==> src/rtl/cpu_pkg.sv <==
`default_nettype none

package cpu_pkg;

  localparam int data_width = 32;
  localparam int reg_count  = 32;
  localparam int reg_bits   = 5;

  // word addressed memories
  localparam int imem_depth = 256;
  localparam int imem_bits  = 8;
  localparam int dmem_depth = 256;
  localparam int dmem_bits  = 8;

  // instruction fields
  localparam int op_msb    = 31;
  localparam int op_lsb    = 26;
  localparam int rs_msb    = 25;
  localparam int rs_lsb    = 21;
  localparam int rt_msb    = 20;
  localparam int rt_lsb    = 16;
  localparam int rd_msb    = 15;
  localparam int rd_lsb    = 11;
  localparam int shamt_msb = 10;
  localparam int shamt_lsb = 6;
  localparam int imm_msb   = 15;
  localparam int imm_lsb   = 0;

  // opcode alone selects the operation
  typedef enum logic [5:0] {
    op_nop  = 6'd0,
    op_add  = 6'd1,
    op_sub  = 6'd2,
    op_and  = 6'd3,
    op_or   = 6'd4,
    op_slt  = 6'd5,
    op_sll  = 6'd6,
    op_srl  = 6'd7,
    op_addi = 6'd8,
    op_lw   = 6'd9,
    op_sw   = 6'd10,
    op_beq  = 6'd11,
    op_bne  = 6'd12,
    op_j    = 6'd13,
    op_halt = 6'd14
  } opcode_t;

  typedef enum logic [2:0] {
    alu_add, alu_sub, alu_and, alu_or, alu_slt, alu_sll, alu_srl, alu_pass_b
  } alu_op_t;

  typedef enum logic [1:0] {fwd_none, fwd_mem, fwd_wb} fwd_t;

endpackage

`default_nettype wire

==> src/rtl/decode_stage.sv <==
`default_nettype none

module decode_stage (
  input  wire                            clk,
  input  wire                            rst_n,
  input  wire                            if_valid,
  input  wire [cpu_pkg::data_width-1:0]  if_instr,
  input  wire [cpu_pkg::imem_bits-1:0]   if_pc,
  input  wire                            flush,
  input  wire                            wb_we,
  input  wire [cpu_pkg::reg_bits-1:0]    wb_reg,
  input  wire [cpu_pkg::data_width-1:0]  wb_data,
  output logic                           stall,
  output logic                           halt_seen,
  output logic                           id_valid,
  output cpu_pkg::opcode_t               id_op,
  output cpu_pkg::alu_op_t               id_alu_op,
  output logic [cpu_pkg::reg_bits-1:0]   id_rs,
  output logic [cpu_pkg::reg_bits-1:0]   id_rt,
  output logic [cpu_pkg::reg_bits-1:0]   id_dst,
  output logic [cpu_pkg::data_width-1:0] id_a,
  output logic [cpu_pkg::data_width-1:0] id_b,
  output logic [cpu_pkg::data_width-1:0] id_imm,
  output logic                           id_use_imm,
  output logic                           id_mem_read,
  output logic                           id_mem_write,
  output logic                           id_reg_write,
  output logic                           id_branch_eq,
  output logic                           id_branch_ne,
  output logic                           id_jump,
  output logic                           id_halt
);

  import cpu_pkg::*;

  opcode_t               op;
  alu_op_t               alu_op;
  logic [reg_bits-1:0]   rs;
  logic [reg_bits-1:0]   rt;
  logic [reg_bits-1:0]   dst;
  logic [data_width-1:0] imm;
  logic [data_width-1:0] rs_val;
  logic [data_width-1:0] rt_val;
  logic use_imm, mem_read, mem_write, reg_write, branch_eq, branch_ne, jump, halt;
  logic [data_width-1:0] regs [reg_count];

  assign op   = opcode_t'(if_instr[op_msb:op_lsb]);
  assign rs   = if_instr[rs_msb:rs_lsb];
  assign rt   = if_instr[rt_msb:rt_lsb];
  assign imm  = {{(data_width-imm_msb-1){if_instr[imm_msb]}}, if_instr[imm_msb:imm_lsb]};

  always_comb begin
    alu_op    = alu_pass_b;
    dst       = if_instr[rd_msb:rd_lsb];
    use_imm   = 1'b0;
    mem_read  = 1'b0;
    mem_write = 1'b0;
    reg_write = 1'b0;
    branch_eq = 1'b0;
    branch_ne = 1'b0;
    jump      = 1'b0;
    halt      = 1'b0;
    case (op)
      op_add:  begin alu_op = alu_add; reg_write = 1'b1; end
      op_sub:  begin alu_op = alu_sub; reg_write = 1'b1; end
      op_and:  begin alu_op = alu_and; reg_write = 1'b1; end
      op_or:   begin alu_op = alu_or;  reg_write = 1'b1; end
      op_slt:  begin alu_op = alu_slt; reg_write = 1'b1; end
      op_sll:  begin alu_op = alu_sll; reg_write = 1'b1; end
      op_srl:  begin alu_op = alu_srl; reg_write = 1'b1; end
      op_addi: begin alu_op = alu_add; use_imm = 1'b1; reg_write = 1'b1; dst = rt; end
      op_lw: begin
        alu_op    = alu_add;
        use_imm   = 1'b1;
        mem_read  = 1'b1;
        reg_write = 1'b1;
        dst       = rt;
      end
      op_sw:   begin alu_op = alu_add; use_imm = 1'b1; mem_write = 1'b1; end
      op_beq:  begin alu_op = alu_sub; branch_eq = 1'b1; end
      op_bne:  begin alu_op = alu_sub; branch_ne = 1'b1; end
      op_j:    jump = 1'b1;
      op_halt: halt = 1'b1;
      op_nop:  alu_op = alu_pass_b;
      default: alu_op = alu_pass_b;
    endcase
  end

  // load-use hazard against the load sitting in ID/EX
  assign stall = if_valid && id_valid && id_mem_read && id_dst != '0 &&
                 (id_dst == rs || id_dst == rt);
  assign halt_seen = if_valid && op == op_halt && !stall && !flush;

  // register file, write-through on read
  always_ff @(posedge clk) begin
    if (!rst_n) begin
      for (int i = 0; i < reg_count; i++) begin
        regs[i] <= '0;
      end
    end else if (wb_we && wb_reg != '0) begin
      regs[wb_reg] <= wb_data;
    end
  end

  assign rs_val = (wb_we && wb_reg != '0 && wb_reg == rs) ? wb_data : regs[rs];
  assign rt_val = (wb_we && wb_reg != '0 && wb_reg == rt) ? wb_data : regs[rt];

  ////////////////////////////////////////////////////////////////////
  // ID/EX register

  always_ff @(posedge clk) begin
    if (!rst_n) begin
      id_valid     <= 1'b0;
      id_mem_read  <= 1'b0;
      id_mem_write <= 1'b0;
      id_reg_write <= 1'b0;
      id_branch_eq <= 1'b0;
      id_branch_ne <= 1'b0;
      id_jump      <= 1'b0;
      id_halt      <= 1'b0;
    end else begin
      // bubble on stall, flush or an empty IF/ID
      id_valid     <= if_valid && !stall && !flush;
      id_mem_read  <= mem_read;
      id_mem_write <= mem_write;
      id_reg_write <= reg_write;
      id_branch_eq <= branch_eq;
      id_branch_ne <= branch_ne;
      id_jump      <= jump;
      id_halt      <= halt;
    end
  end

  always_ff @(posedge clk) begin
    id_op      <= op;
    id_alu_op  <= alu_op;
    id_rs      <= rs;
    id_rt      <= rt;
    id_dst     <= dst;
    id_a       <= rs_val;
    id_b       <= rt_val;
    id_imm     <= imm;
    id_use_imm <= use_imm;
  end

endmodule

`default_nettype wire

==> config.mk <==
export PLATFORM = sky130hd
export DESIGN_NAME = decode_stage
export DESIGN_NICKNAME = d
export VERILOG_FILES = /design/src/rtl/cpu_pkg.sv /design/src/rtl/decode_stage.sv
export SDC_FILE = /design/constraint.sdc
export NUM_CORES = 2
export LEC_CHECK = 0
export ABC_AREA = 1
export BUFFER_PORTS_ARGS = -buffer_cell sky130_fd_sc_hd__buf_2
export CAP_MARGIN = 20
export CORE_AREA = 3 3 449 273
export DETAILED_ROUTE_END_ITERATION = 12
export DIE_AREA = 0 0 452 276
export PLACE_DENSITY_LB_ADDON = 0.2
export SYNTH_ARGS = -nofsm -noshare
export SYNTH_HDL_FRONTEND = slang
export SYNTH_SLANG_ARGS = --single-unit
==> constraint.sdc <==
create_clock -name clk -period 4.78 [get_ports clk]
set_input_delay 0.717 -clock clk [delete_from_list [all_inputs] [get_ports clk]]
set_output_delay 0.717 -clock clk [all_outputs]
set_load 0.02 [all_outputs]
After elaboration in Yosys (flattened, before gate mapping). Memory sizes are Yosys's and may differ from the RTL's. Index checks and enable logic that the tools add are counted.

Bits in read-only memories: 0. Bits in latches: 0. Output and inout port bits: 131. Memories: 1. Flip-flop bits (word level): 113. Word-level logic and storage cells: 78. Memory bits (writable): 1024. Input bits: 82.

Eq/ne operators: 18. Reduce and logical (&&, ||, !) cells: 23. Magnitude comparators: 0. $add $sub $neg: 0. Div/mod/pow operators: 0. Multipliers: 0. Bitwise logic cells: 0. Shifts and indexed selects: 0. Mux-type cells: 19.

Memory list: regs (depth 32, bits a word 32, read ports 2, clocked after memory_dff 0, wr ports 32, RTL line decode_stage.sv:45) `logic [data_width-1:0] regs [reg_count];`.

Operator list (number): $mux W32 (3); $eq A6 B4 Y1 const B (7); $reduce_or A32 Y1 (1); $eq A6 B3 Y1 const B (4); $pmux W3 S7 (1); $eq A5 B5 Y1 (4); $mux W1 (13); $eq A6 B2 Y1 const B (2); $logic_and A1 B1 Y1 (12); $mux W5 (2); $reduce_bool A5 Y1 (2); $reduce_or A9 Y1 (1); $eq A6 B1 Y1 const B (1); $reduce_or A3 Y1 (2); $reduce_or A4 Y1 (1); $logic_not A1 Y1 (2); $reduce_or A2 Y1 (1); $logic_or A1 B1 Y1 (1).

Longest topological paths before layout.
Depth after elaboration: 7. Mapped depth: 11. Depth with buffers taken out: 9.

Least setup slack after synthesis. Ideal clock, no wire load.

Path type: input to register. Start point: in rst_n. End point: mem regs[7][0] (enable). Library setup time: 0.389 ns. Stages on the path: 8. Data required time: 4.391 ns. Slack: 1.750 ns. Arrival time: 2.640 ns. Path buffers: 2. Cell sequence: clkbuf_1 > inv_2 > nor2_1 > nand3_1 > inv_2 > nand2_1 > buf_2 > nand2_1.

RTL lines: start: declaration (RTL line decode_stage.sv:5) `input wire rst_n,`; end: declaration (RTL line decode_stage.sv:45).

Final worst setup path.
Start point: in if_instr[19] (netlist name). End point: out halt_seen.

Cells in the longest elaborated chain, start to end: 6.

Ends and longest elaborated chain: start: declaration (RTL line decode_stage.sv:7) `input wire [cpu_pkg::data_width-1:0] if_instr,`; $eq A5 B5 Y1 (RTL line decode_stage.sv:91) `(id_dst == rs || id_dst == rt);`; $logic_or A1 B1 Y1 (RTL line decode_stage.sv:91); $logic_and A1 B1 Y1 (RTL line decode_stage.sv:90) `assign stall = if_valid && id_valid && id_mem_read && id_dst != '0 &&`; $logic_not A1 Y1 (RTL line decode_stage.sv:92) `assign halt_seen = if_valid && op == op_halt && !stall && !flush;`; $logic_and A1 B1 Y1 (2 in series) (RTL line decode_stage.sv:92); end: declaration (RTL line decode_stage.sv:14) `output logic halt_seen,`.

Every way passes these cells.

==> results.md <==
- The run finished with clean final reports.
- The fraction of power spent switching nets is 27.6%.
- For the worst setup path, the data required time is 4060 ps.
- A synthesized cell averages 7.94 sq um.
- Dividing total power by cell area gives a power density of 372 nW/um^2.
- Counting flops and latches in the post-synthesis netlist gives 1137.
- The worst hold path cell count is 1.
- The via count of the first global-routing pass is 52200.
- The highest-delay cell along the critical path is sky130_fd_sc_hd__buf_4.
- The total length of routed wires is 223 mm.
- The slack of the critical path is 1490 ps.
- In this run, the combinational gates consume 13.3% of the power.
- The cell area after placement is 61300 sq um.
- For this run, the post-layout net count is 7386.
- The kind of path behind the tightest hold check is input port to flop.
- The maximum level of the CTS H-tree is 3.
- The final-report hold violation count is 0.
- Counting every sink on the clock net gives 1137.
- In the finished design, the share of the clock period the worst path needs comes to 68.9%.
- The pre-antenna-repair detailed-routing pass consisted of 9 iterations.
- At the pin with the least slew margin, the transition time is 1150 ps.
- The global router's overall resource usage is 34.7%.
- The number of ports placed on the die boundary is 213.
- Yosys attributes the largest share of cell area to sky130_fd_sc_hd__edfxtp_1, sky130_fd_sc_hd__nand2_1, sky130_fd_sc_hd__nand3_1, sky130_fd_sc_hd__nor2_1, sky130_fd_sc_hd__dfxtp_1.
- The clock network is responsible for 38.5% of the overall power.
- Once detail routing completed, the nets flagged for antenna violations numbered 0.
- The floorplan has 98 rows.
- The first global-routing pass estimated 327 mm of wire.
- The setup-violating endpoint count in the final report is 0.
- Post-CTS timing repair inserted 0 buffers for setup.
- The floorplan die area is 125000 sq um.
- The setup check on the worst reg-to-reg path leaves a slack of 3190 ps.
- For this design, the CTS-stage hold fixing added 0 buffers.
- The share of layout cells above drive strength 1 is 7.90%.
- For this design the total switching power over the nets is 6.72 mW.
- The logic depth of the worst path, buffers included is 10.
- At the end of routability-driven placement, the weighted congestion stood at 0.898.
- The arrival time reported for the critical path endpoint is 2570 ps.
- Headroom to the max-slew limit came out at 23.2%.
- VDD sags by at most 0.000281 V.
- The number of vias after detailed routing is 55300.
- From bottom edge to top edge, the die measures 276 microns.
- In this run the clock root is driven by a sky130_fd_sc_hd__clkbuf_16.
- Along the worst path, the maximum fanout reaches 27.
- The dominant cell type by area after synthesis is sky130_fd_sc_hd__edfxtp_1.
- The maximum clock rate is 304 MHz.
- The worst setup skew after layout is 38.9 ps.
- The worst setup path is captured at an output pin.
- TritonCTS built the clock tree.
- The worst setup timing slack at the placement stage is 1270 ps.
- The most frequent cell on the critical path is sky130_fd_sc_hd__nand2_1.
- Counting both buffers and inverters, the worst setup path holds a total of 3.
- The global-route congestion overflow total is 0.
- The area added between synthesis and finish is 10.3%.
- Across the run, the number of max-cap violations was 0.
- The mapped netlist covers 59300 sq um.
- The clock network latency to the later pin of the worst-skew pair is 750 ps.
- The count of pins over their slew limit is 0.
- The worst hold-check slack is 64.3 ps.
- The critical path goes through buf_4 -> inv_2 -> nand2_1 -> a21oi_1 -> nand3_1 -> nand2_1 -> nand2_1 -> nand2_1 -> nor2_1 -> buf_2.
- In this run, post-CTS repair resized a total of 0 instances.
- The register area share after synthesis is 55.6%.
- The die is 452 microns wide.
- The family with the most delay on the worst path is buffers and inverters.
- The worst setup path is launched from an input port.
- The post-synthesis cell type count is 25.
- After clock tree synthesis, the clock-pin slew on the worst setup and hold paths is 60 ps.
- The number of violations reported at the end of detailed-routing iteration 0 is 9845.
- The number of buffers created by CTS is 111.
- The final non-filler cell area is 65500 sq um.
- The total negative setup slack is 0 ps.
- The area of the core region is 119000 sq um.
- For this run, the number of Yosys warnings is 0.
- The via count normalized by instance count is 6.14.
- Power comes to 24.3 mW.
- The sequential fraction of design power is 48.2%.
- The wire-length estimate of the detail-placed layout is 123 mm.
- The cell leakage power is 27.5 nW.
- The count of input and output buffers is 204.
- The initial utilization of the core area, before any placement, comes to 49.9%.
- On the worst path, the slowest cell contributes a delay of 500 ps.
- Cell internal power was estimated by the tool at 17.6 mW.
- The initial antenna violation count is 8.
- The clock passes through at most 3 buffers.
- The largest net degree at the start of global routing is 186.
- The critical path is of the input port to output pin type.
- Setup repair after global routing left no endpoint under its margin.
- Synthesis produced 7471 cells.
- The area fraction of the dominant cell type after synthesis is 51.8%.
- The average detailed-routed wire length per instance is 24.7 microns.
- Counting cells, the worst reg-to-reg path comes to 7.
- For the finished layout, the period the worst path requires is 3290 ps.
- For this run, design rule violations remaining after detail routing come to 0.
[flip-flops by register name, indices dropped and copies added, names as in the netlist]
signal and count:
id_rt 5, id_halt 1, id_dst 5, id_a 32, id_valid 1, id_mem_write 1
id_jump 1, id_mem_read 1, id_op 6, id_alu_op 3, id_branch_ne 1, id_imm 16
regs 1024, id_rs 5, id_use_imm 1, id_branch_eq 1, id_b 32, id_reg_write 1
[routing by layer]
layer,routed length [microns],global-route usage (%)
met3,35500,9.35
met5,19,0
met2,92600,49.4
met4,11100,17.1
met1,83500,48.8
[synthesized netlist by cell type]
cell and number:
sky130_fd_sc_hd__a21oi_1 6, sky130_fd_sc_hd__a41oi_1 1, sky130_fd_sc_hd__buf_1 53, sky130_fd_sc_hd__buf_2 157
sky130_fd_sc_hd__buf_4 16, sky130_fd_sc_hd__clkbuf_1 436, sky130_fd_sc_hd__clkinv_1 1, sky130_fd_sc_hd__conb_1 1
sky130_fd_sc_hd__dfxtp_1 113, sky130_fd_sc_hd__edfxtp_1 1024, sky130_fd_sc_hd__inv_1 87, sky130_fd_sc_hd__inv_2 10
sky130_fd_sc_hd__nand2_1 2771, sky130_fd_sc_hd__nand3_1 1745, sky130_fd_sc_hd__nand4_1 5, sky130_fd_sc_hd__nor2_1 1008
sky130_fd_sc_hd__nor3_1 13, sky130_fd_sc_hd__nor3b_1 1, sky130_fd_sc_hd__nor4_1 1, sky130_fd_sc_hd__o211ai_1 2
sky130_fd_sc_hd__o21ai_0 8, sky130_fd_sc_hd__o21ai_1 1, sky130_fd_sc_hd__or2_2 1, sky130_fd_sc_hd__xnor2_1 2
sky130_fd_sc_hd__xor2_1 8
[layout by cell type, fill, tap and decap left out, drive strengths merged]
cell	synthesis	layout
clkinvlp	0	3
nor3	13	13
dfxtp	113	113
nor2	1008	1008
nor3b	1	1
a41oi	1	1
xnor2	2	2
nand4	5	5
conb	1	32
nor4	1	1
clkbuf	436	155
inv	97	99
bufinv	0	12
clkinv	1	35
a21oi	6	6
or2	1	1
edfxtp	1024	1024
o211ai	2	2
xor2	8	8
nand2	2771	2771
diode	0	6
buf	226	351
nand3	1745	1745
o21ai	9	9
[worst register-to-register path: cells and delay by family, from the launching register on]
family           cells  cell delay, ps
and+or+nand+nor      7             880
DFF                  1             570
[path summary, 6_finish.rpt]
kind | end | startpoint
worst max-delay path | halt_seen | if_instr[19]
worst max register to register | id_valid$_SDFF_PN0_ | id_dst[1]$_DFF_P_
worst min register to register | id_valid$_SDFF_PN0_ | id_valid$_SDFF_PN0_
worst min-delay path | id_imm[10]$_DFF_P_ | if_instr[10]
[through the flow]
stage,utilization (%),cells
2_1_floorplan,-,7502
3_3_place_gp,51.5,8770
3_5_place_dp,51.6,8776
4_1_cts,54.8,8982
5_1_grt,55.1,9002
6_report,55.1,9003
[final cells by class]
type	instances	area (sq um)
Clock inverter	51	564
Antenna cell	6	15.0
Inverter	98	408
Multi-Input combinational cell	5605	23400
Sequential cell	1137	33000
Fill cell	10600	53400
Timing Repair Buffer	351	2790
Tap cell	1600	2000
Clock buffer	155	3230
[cells by family after synthesis]
logic type      after synthesis  share of synthesized area [%]
compound gates               18                          0.167
xor+xnor                     10                          0.148
buf+inv                     760                           5.24
flops                      1137                           55.6
other cells                   1                        0.00632
simple gates               5545                           38.8
[power groups by stage]
stage          registers, mW  clock network, mW  logic (mW)
2_1_floorplan           12.0                  0        1.83
3_3_place_gp            11.9                  0        3.01
3_5_place_dp            11.9                  0        3.07
4_1_cts                 11.7               9.40        3.08
5_1_grt                 11.8               9.81        3.45
6_report                11.7               9.36        3.23
Power figures use the tool's default switching activity.
