### src/rtl/cpu_pkg.sv
`default_nettype none

package cpu_pkg;

  localparam int data_width = 32;
  localparam int reg_count  = 32;
  localparam int reg_bits   = 5;

  // word addressed memories
  localparam int imem_depth = 256;
  localparam int imem_bits  = 8;
  localparam int dmem_depth = 256;
  localparam int dmem_bits  = 8;

  // instruction fields
  localparam int op_msb    = 31;
  localparam int op_lsb    = 26;
  localparam int rs_msb    = 25;
  localparam int rs_lsb    = 21;
  localparam int rt_msb    = 20;
  localparam int rt_lsb    = 16;
  localparam int rd_msb    = 15;
  localparam int rd_lsb    = 11;
  localparam int shamt_msb = 10;
  localparam int shamt_lsb = 6;
  localparam int imm_msb   = 15;
  localparam int imm_lsb   = 0;

  // opcode alone selects the operation
  typedef enum logic [5:0] {
    op_nop  = 6'd0,
    op_add  = 6'd1,
    op_sub  = 6'd2,
    op_and  = 6'd3,
    op_or   = 6'd4,
    op_slt  = 6'd5,
    op_sll  = 6'd6,
    op_srl  = 6'd7,
    op_addi = 6'd8,
    op_lw   = 6'd9,
    op_sw   = 6'd10,
    op_beq  = 6'd11,
    op_bne  = 6'd12,
    op_j    = 6'd13,
    op_halt = 6'd14
  } opcode_t;

  typedef enum logic [2:0] {
    alu_add, alu_sub, alu_and, alu_or, alu_slt, alu_sll, alu_srl, alu_pass_b
  } alu_op_t;

  typedef enum logic [1:0] {fwd_none, fwd_mem, fwd_wb} fwd_t;

endpackage

`default_nettype wire

### src/rtl/execute_stage.sv
`default_nettype none

module execute_stage (
  input  wire                            clk,
  input  wire                            rst_n,
  input  wire                            id_valid,
  input  cpu_pkg::opcode_t               id_op,
  input  cpu_pkg::alu_op_t               id_alu_op,
  input  wire [cpu_pkg::reg_bits-1:0]    id_rs,
  input  wire [cpu_pkg::reg_bits-1:0]    id_rt,
  input  wire [cpu_pkg::reg_bits-1:0]    id_dst,
  input  wire [cpu_pkg::data_width-1:0]  id_a,
  input  wire [cpu_pkg::data_width-1:0]  id_b,
  input  wire [cpu_pkg::data_width-1:0]  id_imm,
  input  wire                            id_use_imm,
  input  wire                            id_mem_read,
  input  wire                            id_mem_write,
  input  wire                            id_reg_write,
  input  wire                            id_branch_eq,
  input  wire                            id_branch_ne,
  input  wire                            id_jump,
  input  wire                            id_halt,
  input  wire                            mem_reg_write,
  input  wire [cpu_pkg::reg_bits-1:0]    mem_dst,
  input  wire [cpu_pkg::data_width-1:0]  mem_result,
  input  wire                            wb_we,
  input  wire [cpu_pkg::reg_bits-1:0]    wb_reg,
  input  wire [cpu_pkg::data_width-1:0]  wb_data,
  output logic                           flush,
  output logic [cpu_pkg::imem_bits-1:0]  target,
  output logic                           ex_valid,
  output logic [cpu_pkg::data_width-1:0] ex_result,
  output logic [cpu_pkg::data_width-1:0] ex_store_data,
  output logic [cpu_pkg::reg_bits-1:0]   ex_dst,
  output logic                           ex_mem_read,
  output logic                           ex_mem_write,
  output logic                           ex_reg_write,
  output logic                           ex_halt
);

  import cpu_pkg::*;

  fwd_t                  fwd_a;
  fwd_t                  fwd_b;
  logic [data_width-1:0] a_val;
  logic [data_width-1:0] b_val;
  logic [data_width-1:0] b_opnd;
  logic [data_width-1:0] alu_y;
  logic                  equal;

  // EX/MEM is younger than writeback, so it is checked first
  function automatic fwd_t fwd_pick(input logic [reg_bits-1:0] src);
    if (mem_reg_write && mem_dst != '0 && mem_dst == src) begin
      return fwd_mem;
    end
    if (wb_we && wb_reg != '0 && wb_reg == src) begin
      return fwd_wb;
    end
    return fwd_none;
  endfunction

  function automatic logic [data_width-1:0] fwd_value(input fwd_t sel,
                                                      input logic [data_width-1:0] reg_val);
    case (sel)
      fwd_mem: return mem_result;
      fwd_wb:  return wb_data;
      default: return reg_val;
    endcase
  endfunction

  assign fwd_a = fwd_pick(id_rs);
  assign fwd_b = fwd_pick(id_rt);
  assign a_val = fwd_value(fwd_a, id_a);
  assign b_val = fwd_value(fwd_b, id_b);

  // shifts take their amount from the shamt field
  always_comb begin
    if (id_op == op_sll || id_op == op_srl) begin
      b_opnd = {{(data_width-shamt_msb+shamt_lsb-1){1'b0}}, id_imm[shamt_msb:shamt_lsb]};
    end else if (id_use_imm) begin
      b_opnd = id_imm;
    end else begin
      b_opnd = b_val;
    end
  end

  always_comb begin
    case (id_alu_op)
      alu_add: alu_y = a_val + b_opnd;
      alu_sub: alu_y = a_val - b_opnd;
      alu_and: alu_y = a_val & b_opnd;
      alu_or:  alu_y = a_val | b_opnd;
      alu_slt: alu_y = {{(data_width-1){1'b0}}, $signed(a_val) < $signed(b_opnd)};
      alu_sll: alu_y = a_val << b_opnd[shamt_msb-shamt_lsb:0];
      alu_srl: alu_y = a_val >> b_opnd[shamt_msb-shamt_lsb:0];
      default: alu_y = b_opnd;
    endcase
  end

  // branch resolution, absolute targets
  assign equal  = (a_val == b_val);
  assign flush  = id_valid && ((id_branch_eq && equal) || (id_branch_ne && !equal) || id_jump);
  assign target = id_imm[imem_bits-1:0];

  ////////////////////////////////////////////////////////////////////
  // EX/MEM register

  always_ff @(posedge clk) begin
    if (!rst_n) begin
      ex_valid     <= 1'b0;
      ex_mem_read  <= 1'b0;
      ex_mem_write <= 1'b0;
      ex_reg_write <= 1'b0;
      ex_halt      <= 1'b0;
    end else begin
      ex_valid     <= id_valid;
      ex_mem_read  <= id_mem_read;
      ex_mem_write <= id_mem_write;
      ex_reg_write <= id_reg_write;
      ex_halt      <= id_halt;
    end
  end

  always_ff @(posedge clk) begin
    ex_result     <= alu_y;
    ex_store_data <= b_val;
    ex_dst        <= id_dst;
  end

endmodule

`default_nettype wire

### config.mk
export PLATFORM = sky130hd
export DESIGN_NAME = execute_stage
export DESIGN_NICKNAME = d
export VERILOG_FILES = /design/src/rtl/cpu_pkg.sv /design/src/rtl/execute_stage.sv
export SDC_FILE = /design/constraint.sdc
export NUM_CORES = 1
export LEC_CHECK = 0
export BUFFER_PORTS_ARGS = -buffer_cell sky130_fd_sc_hd__buf_4
export CAP_MARGIN = 20
export CORE_MARGIN = 10
export CORE_UTILIZATION = 35
export CTS_BUF_LIST = sky130_fd_sc_hd__clkbuf_4 sky130_fd_sc_hd__clkbuf_8 sky130_fd_sc_hd__clkbuf_16
export CTS_CLUSTER_SIZE = 25
export DETAILED_ROUTE_END_ITERATION = 7
export GPL_TIMING_DRIVEN = 0
export PLACE_DENSITY = 0.59
export SETUP_SLACK_MARGIN = 0.1
export SLEW_MARGIN = 20
export SYNTH_ARGS = -nofsm -noshare
export SYNTH_HDL_FRONTEND = slang
export SYNTH_SLANG_ARGS = --single-unit
### constraint.sdc
create_clock -name clk -period 15.33 [get_ports clk]
set_input_delay 0 -clock clk [delete_from_list [all_inputs] [get_ports clk]]
set_output_delay 0 -clock clk [all_outputs]
set_load 0.005 [all_outputs]
After elaboration in Yosys (flattened, before gate mapping) --
Index checks and enable logic that the tools add are counted.
Cells by class: $mul 0, order comparisons 1, muxes and demuxes 19, equal/unequal tests 17, reductions and logical operators 16, add/subtract/negate cells 2, shifts and indexed selects 2, div/mod/pow operators 0, bitwise operators 2
Operators with widths (number):
- $pmux W32 S7 | 1
- $pmux W32 S2 | 2
- $mux W32 | 2
- $add A32 B32 Y32 | 1
- $and A32 B32 Y32 | 1
- $eq A32 B32 Y1 | 1
- $lt A32 B32 Y1 | 1
- $or A32 B32 Y32 | 1
- $shl A32 B5 Y32 | 1
- $shr A32 B5 Y32 | 1
- $sub A32 B32 Y32 | 1
- $eq A5 B5 Y1 | 4
- $mux W2 | 8
- $eq A6 B3 Y1 const B | 2
- $reduce_bool A5 Y1 | 2
- $eq A3 B3 Y1 const B | 3
- $logic_and A1 B1 Y1 | 9
- $eq A3 B2 Y1 const B | 2
- $mux W1 | 6
- $eq A2 B1 Y1 const B | 2
- $eq A2 B2 Y1 const B | 2
- $eq A3 B1 Y1 const B | 1
- $logic_not A3 Y1 | 1
- $logic_or A1 B1 Y1 | 3
- $logic_not A1 Y1 | 1
Storage, ports and cells: output and inout port bits 83, memory bits (writable) 0, word-level logic and storage cells 67, memories 0, ROM bits 0, register bits after elaboration 74, input port bits 207, bits in latches 0

Logic depth before layout (Yosys ltp) --
word-level depth 15, mapped depth 26, mapped depth without buffers 21

Worst setup path before layout --
OpenSTA, ideal clock, no wires.
path type in2reg, start input wb_reg[2] (netlist bit), end register ex_result[22] (netlist bit), path buffers 4, setup slack 10.299 ns, data required time 15.251 ns, arrival 4.952 ns, stages 22, path through xor2_1 or4b_1 buf_2 o21ai_1 a31oi_2 a221oi_4 buf_2 buf_1 clkbuf_1 ha_1 a21o_1 a21o_1 a221oi_1 o21ai_0 a211o_1 a41o_1 a311oi_1 o21bai_1 a21oi_1 xnor2_1 a22oi_1 a22oi_1
On the way: longest elaborated chain between the ends 13
Ends and longest elaborated chain:
- from (decl) | RTL line execute_stage.sv:27 | input wire [cpu_pkg::reg_bits-1:0] wb_reg,
- $reduce_bool A5 Y1 | RTL line execute_stage.sv:56 | if (wb_we && wb_reg != '0 && wb_reg == src) begin
- $logic_and A1 B1 Y1 | RTL line execute_stage.sv:56
- $logic_and A1 B1 Y1 * | RTL line execute_stage.sv:56
- $mux W1 (2 in series) | RTL line execute_stage.sv:56
- $mux W2 * | RTL line execute_stage.sv:59 | return fwd_none;
- $mux W2 * | RTL line execute_stage.sv:56
- $eq A2 B2 Y1 or $eq A2 B1 Y1 (tied branches) | RTL line execute_stage.sv:64 | case (sel)
- $pmux W32 S2 * | RTL line execute_stage.sv:64
- net b_val[3] | RTL line execute_stage.sv:46 | logic [data_width-1:0] b_val;
- $mux W32 * | RTL line execute_stage.sv:80 | end else if (id_use_imm) begin
- $mux W32 * | RTL line execute_stage.sv:78 | if (id_op == op_sll || id_op == op_srl) begin
- $sub A32 B32 Y32, or another cell as far along | RTL line execute_stage.sv:90 | alu_sub: alu_y = a_val - b_opnd;
- $pmux W32 S7 * | RTL line execute_stage.sv:88 | case (id_alu_op)
- net alu_y[22] | RTL line execute_stage.sv:48 | logic [data_width-1:0] alu_y;
- to (signal assigned) | RTL line execute_stage.sv:125 | ex_result <= alu_y;
- to (decl) | RTL line execute_stage.sv:32 | output logic [cpu_pkg::data_width-1:0] ex_result,
Mark *: on every way through the listed nets, which the timed path passes. The rest lies on a longest branch. The select of a mux whose other input is x is not followed. A chain may end at the register's enable or synchronous reset.

Worst setup path in the final report --
start input mem_dst[0] (netlist bit), end register ex_result[0] (netlist bit)
On the way: longest elaborated chain between the ends 11
Ends and longest elaborated chain:
- from (decl) | RTL line execute_stage.sv:24 | input wire [cpu_pkg::reg_bits-1:0] mem_dst,
- $reduce_bool A5 Y1 | RTL line execute_stage.sv:53 | if (mem_reg_write && mem_dst != '0 && mem_dst == src) begin
- $logic_and A1 B1 Y1 | RTL line execute_stage.sv:53
- $logic_and A1 B1 Y1 * | RTL line execute_stage.sv:53
- $mux W1 * | RTL line execute_stage.sv:53
- $mux W2 * | RTL line execute_stage.sv:56
- $eq A2 B2 Y1 or $eq A2 B1 Y1 (tied branches) | RTL line execute_stage.sv:64
- $pmux W32 S2 * | RTL line execute_stage.sv:64
- net b_val[3] | RTL line execute_stage.sv:46
- $mux W32 * | RTL line execute_stage.sv:80
- $mux W32 * | RTL line execute_stage.sv:78
- $lt A32 B32 Y1, or another cell as far along | RTL line execute_stage.sv:93 | alu_slt: alu_y = {{(data_width-1){1'b0}}, $signed(a_val) < $signed(b_opnd)};
- $pmux W32 S7 * | RTL line execute_stage.sv:88
- net alu_y[0] | RTL line execute_stage.sv:48
Mark *: on every way through the listed nets, which the timed path passes. The rest lies on a longest branch.

==> summary.md <==
| Metric | Value |
|---|---|
| Crit-path max FO | `11` |
| Post-Syn Nets | `2,118` |
| Largest family of logic cells by synthesized area | `compound AO/OA/AOI/OAI gates` |
| Adder-Cell Fraction of Synth Area | `0.09902` |
| Synth cell count leaders | `nand2_1 (216), mux2i_1 (195), a21oi_1 (162), nor2_1 (126), ha_1 (99)` |
| CTS tree | `done` |
| Clk slew on worst S/H paths | `0.07 ns` |
| Final nets | `2,443` |
| Setup_tns | `0 ns` |
| Wire per inst | `31.26 microns` |
| Post-CTS Resized | `0` |
| Fillers | `3,788` |
| # rows | `70` |
| I/O Pins | `between 200 and 300` |
| Finish-stage setup viols | `0` |
| Initial core utilization | `0.3536` |
| DRT antenna net count | `0` |
| Final Instance Area | `roughly 16,000 sq um` |
| Switching share of power | `0.4971` |
| P&R area growth vs syn | `26.45%` |
| Die H | `212.1 microns` |
| Synth Register Bits | `74` |
| Share of layout cells above drive strength 1 | `0.2093` |
| Post-Synth XOR/XNOR Area | `0.05697` |
| Initial antenna violation count | `5` |
| Core area | `36,520 sq um` |
| Post-route DRC | `0` |
| Final worst path period need | `7.594 ns` |
| Largest cells by area after synthesis | `mux2i_1 (15%), dfxtp_1 (11%), ha_1 (9.6%), a21oi_1 (6.3%), nand2_1 (6.3%)` |
| Placed Area | `15,750 sq um` |
| Internal power | `630.3 uW` |
| First-pass GRT wire length | `approximately 110,000 microns` |
| Post-Syn Area | `12,910 sq um` |
| Post-synth EDFFs | `0` |
| Primary FF master, synth | `dfxtp_1` |
| Netlist cell types | `97` |
| Hold Path Class | `primary input to flop` |
| Leakage | `0.007240 uW` |
| Worst EP arrival | `7.90 ns` |
| Drt first-iter violations | `~1,800` |
| Sequential area share after synthesis | `0.1147` |
| DIE WIDTH | `212.1 microns` |
| Mux cell area share after synthesis | `0.1593` |
| FMAX | `131.7 MHz` |
| Final slew viol count | `0` |
| H-tree depth | `3` |
| Area fraction in compound gates after synthesis | `0.2961` |
| Placement Setup Slack | `7.592 ns` |
| Top-count cell post-synth | `nand2_1` |
| Power, Total | `roughly 1300 uW` |
| Endpoint class of the critical path | `flop` |
| Tcrit/Tclk final | `0.4953` |
| Share of the synthesized area in the top cell type | `0.1511` |
| Area leader, netlist | `mux2i_1` |
| Critical Path RT | `15.63 ns` |
| Status | `finished, final reports clean` |
| RSZ-0062 raised after global routing | `false` |
| Final Hold Viols | `0` |
| CTS max path bufs | `2` |
| Largest net degree at the start of global routing | `16` |
| Post-Synth Simple-Gate Area | `0.1952` |
| Initial DRT Pass Iterations | `6` |
| Comb pwr share | `0.628` |
| Ys async rst share | `0` |
| Worst Setup Path Type | `primary input to flop` |
| Final wirelength | `81,660 microns` |
| NetSw | `623.1 uW` |
| Final core occ | `0.4471` |
| Post-DP HPWL | `67,240 microns` |
| IO Port Bufs | `~290` |
| Synth Area per Inst | `7.135 sq um` |
| GRT overflow | `0` |
| Final setup margin | `around 7.7 ns` |
| RD Place Congestion | `1.076` |
| GRT Total Usage | `0.3477` |
| TritonCTS sink count | `74` |
| Setup crit start kind | `primary input` |
| Peak VDD IR | `0.06271 mV` |
| Pwr Density | `between 70 and 80 nW/um^2` |
| Max_cap viols | `0` |
| Sequential share of power | `0.178` |
| Clock power share | `0.194` |
| Max_slew headroom | `0.1939` |
| Gate Count Post-Synth | `1,810` |
| CTS root buf | `clkbuf_16` |
| Worst slew pin tran | `1.201 ns` |
| CTS Buf Count | `9` |
| Ys Warns | `0` |
| DR vias/cell | `6.272` |
| Number of global-route vias before repair | `16,170` |
| Vias | `16,380` |
| Die footprint | `around 45,000 sq um` |
## final cells by class
| class | count | area [sq um] | area share |
|---|---|---|---|
| inverters | 99 | 374.1 | 0.02291 |
| clock inverters | 7 | 83.83 | 0.005134 |
| diodes | 4 | 10.01 | 0.0006130 |
| flip-flops and latches | 74 | 1481 | 0.09072 |
| repair buffers | 314 | 2424 | 0.1484 |
| clock buffers | 9 | 225.2 | 0.01379 |
| well taps | 468 | 585.6 | 0.03586 |
| plain buffers | 131 | 641.9 | 0.03931 |
| multi-input cells | 1506 | 10500 | 0.6432 |
## power by group through the flow
stage / registers (uW) / clock network [uW] / logic (uW)
floorplan: 230 / 0 / 434
global route: 225 / 252 / 823
finish: 223 / 243 / 788
global placement: 227 / 0 / 749
detailed placement: 227 / 0 / 750
CTS: 223 / 244 / 759
## sequential cells by signal, summed over array words and instances, names as in the netlist
name and count:
ex_dst 5, ex_halt 1, ex_mem_read 1, ex_mem_write 1, ex_reg_write 1, ex_result 32
ex_store_data 32, ex_valid 1
## worst paths after layout
path | from | end | depth (start not counted)
setup / recovery | mem_dst[0] | ex_result[0] | 22
hold / removal | mem_result[11] | ex_store_data[11] | 3
## per-stage QoR
| step | instances | hold slack [ns] |
|---|---|---|
| after global routing | 2612 | 0.02155 |
| after CTS | 2608 | 0.004874 |
| after floorplan | 1810 | 0.02772 |
| after global placement | 2565 | 0.1044 |
| after detailed placement | 2567 | 0.1060 |
| final | 2612 | 0.01520 |
## layout by cell type, fill, tap and decap left out, drive strengths merged, types with 40 or more instances in the layout
cell	synthesis	routed
inv	98	102
o21ai	133	133
mux2i	195	195
nand2	216	216
xor2	44	44
clkbuf	68	77
ha	99	99
a21oi	164	164
dfxtp	74	74
xnor2	40	40
nor2	128	128
buf	63	352
## routing by layer
| layer | GRT usage | vias up | routed length [microns] |
|---|---|---|---|
| met4 | 0.1795 | 0 | 4508 |
| met1 | 0.4198 | 7866 | 32280 |
| li1 | - | 7220 | - |
| met2 | 0.5577 | 1061 | 36800 |
| met5 | 0 | - | 0 |
| met3 | 0.09041 | 235 | 8071 |
## repair_timing
action,in CTS,in global routing
setup buffers,0,0
endpoints found under the hold margin,20,0
endpoints found under the setup margin,0,0
hold buffers,25,0
## cell families (layout without fill, tap and decap cells)
family                   after synthesis  in the layout
AO/OA/AOI/OAI                        575            575
AND/OR/NAND/NOR                      542            542
buffers and inverters                230            560
multiplexers                         204            204
adder cells (fa/ha/maj)              101            101
XOR/XNOR                              84             84
flip-flops                            74             74
other                                  0              4
## worst max-delay path: stages
cell,delay [ns]
buf_4,0.13
or4_4,0.55
o211ai_4,0.32
or2_4,0.26
a31oi_2,0.21
a221oi_4,0.59
buf_2,0.44
buf_1,0.65
clkbuf_1,0.59
ha_1,0.40
a21o_1,0.20
a21o_1,0.18
a221oi_1,0.53
nand2b_1,0.19
o211ai_1,0.11
a41oi_2,0.37
o41ai_2,0.20
a221oi_1,0.39
nand3b_1,0.12
a2111oi_1,1.01
a2111oi_0,0.22
a22oi_1,0.21
Power figures use the tool's default switching activity.
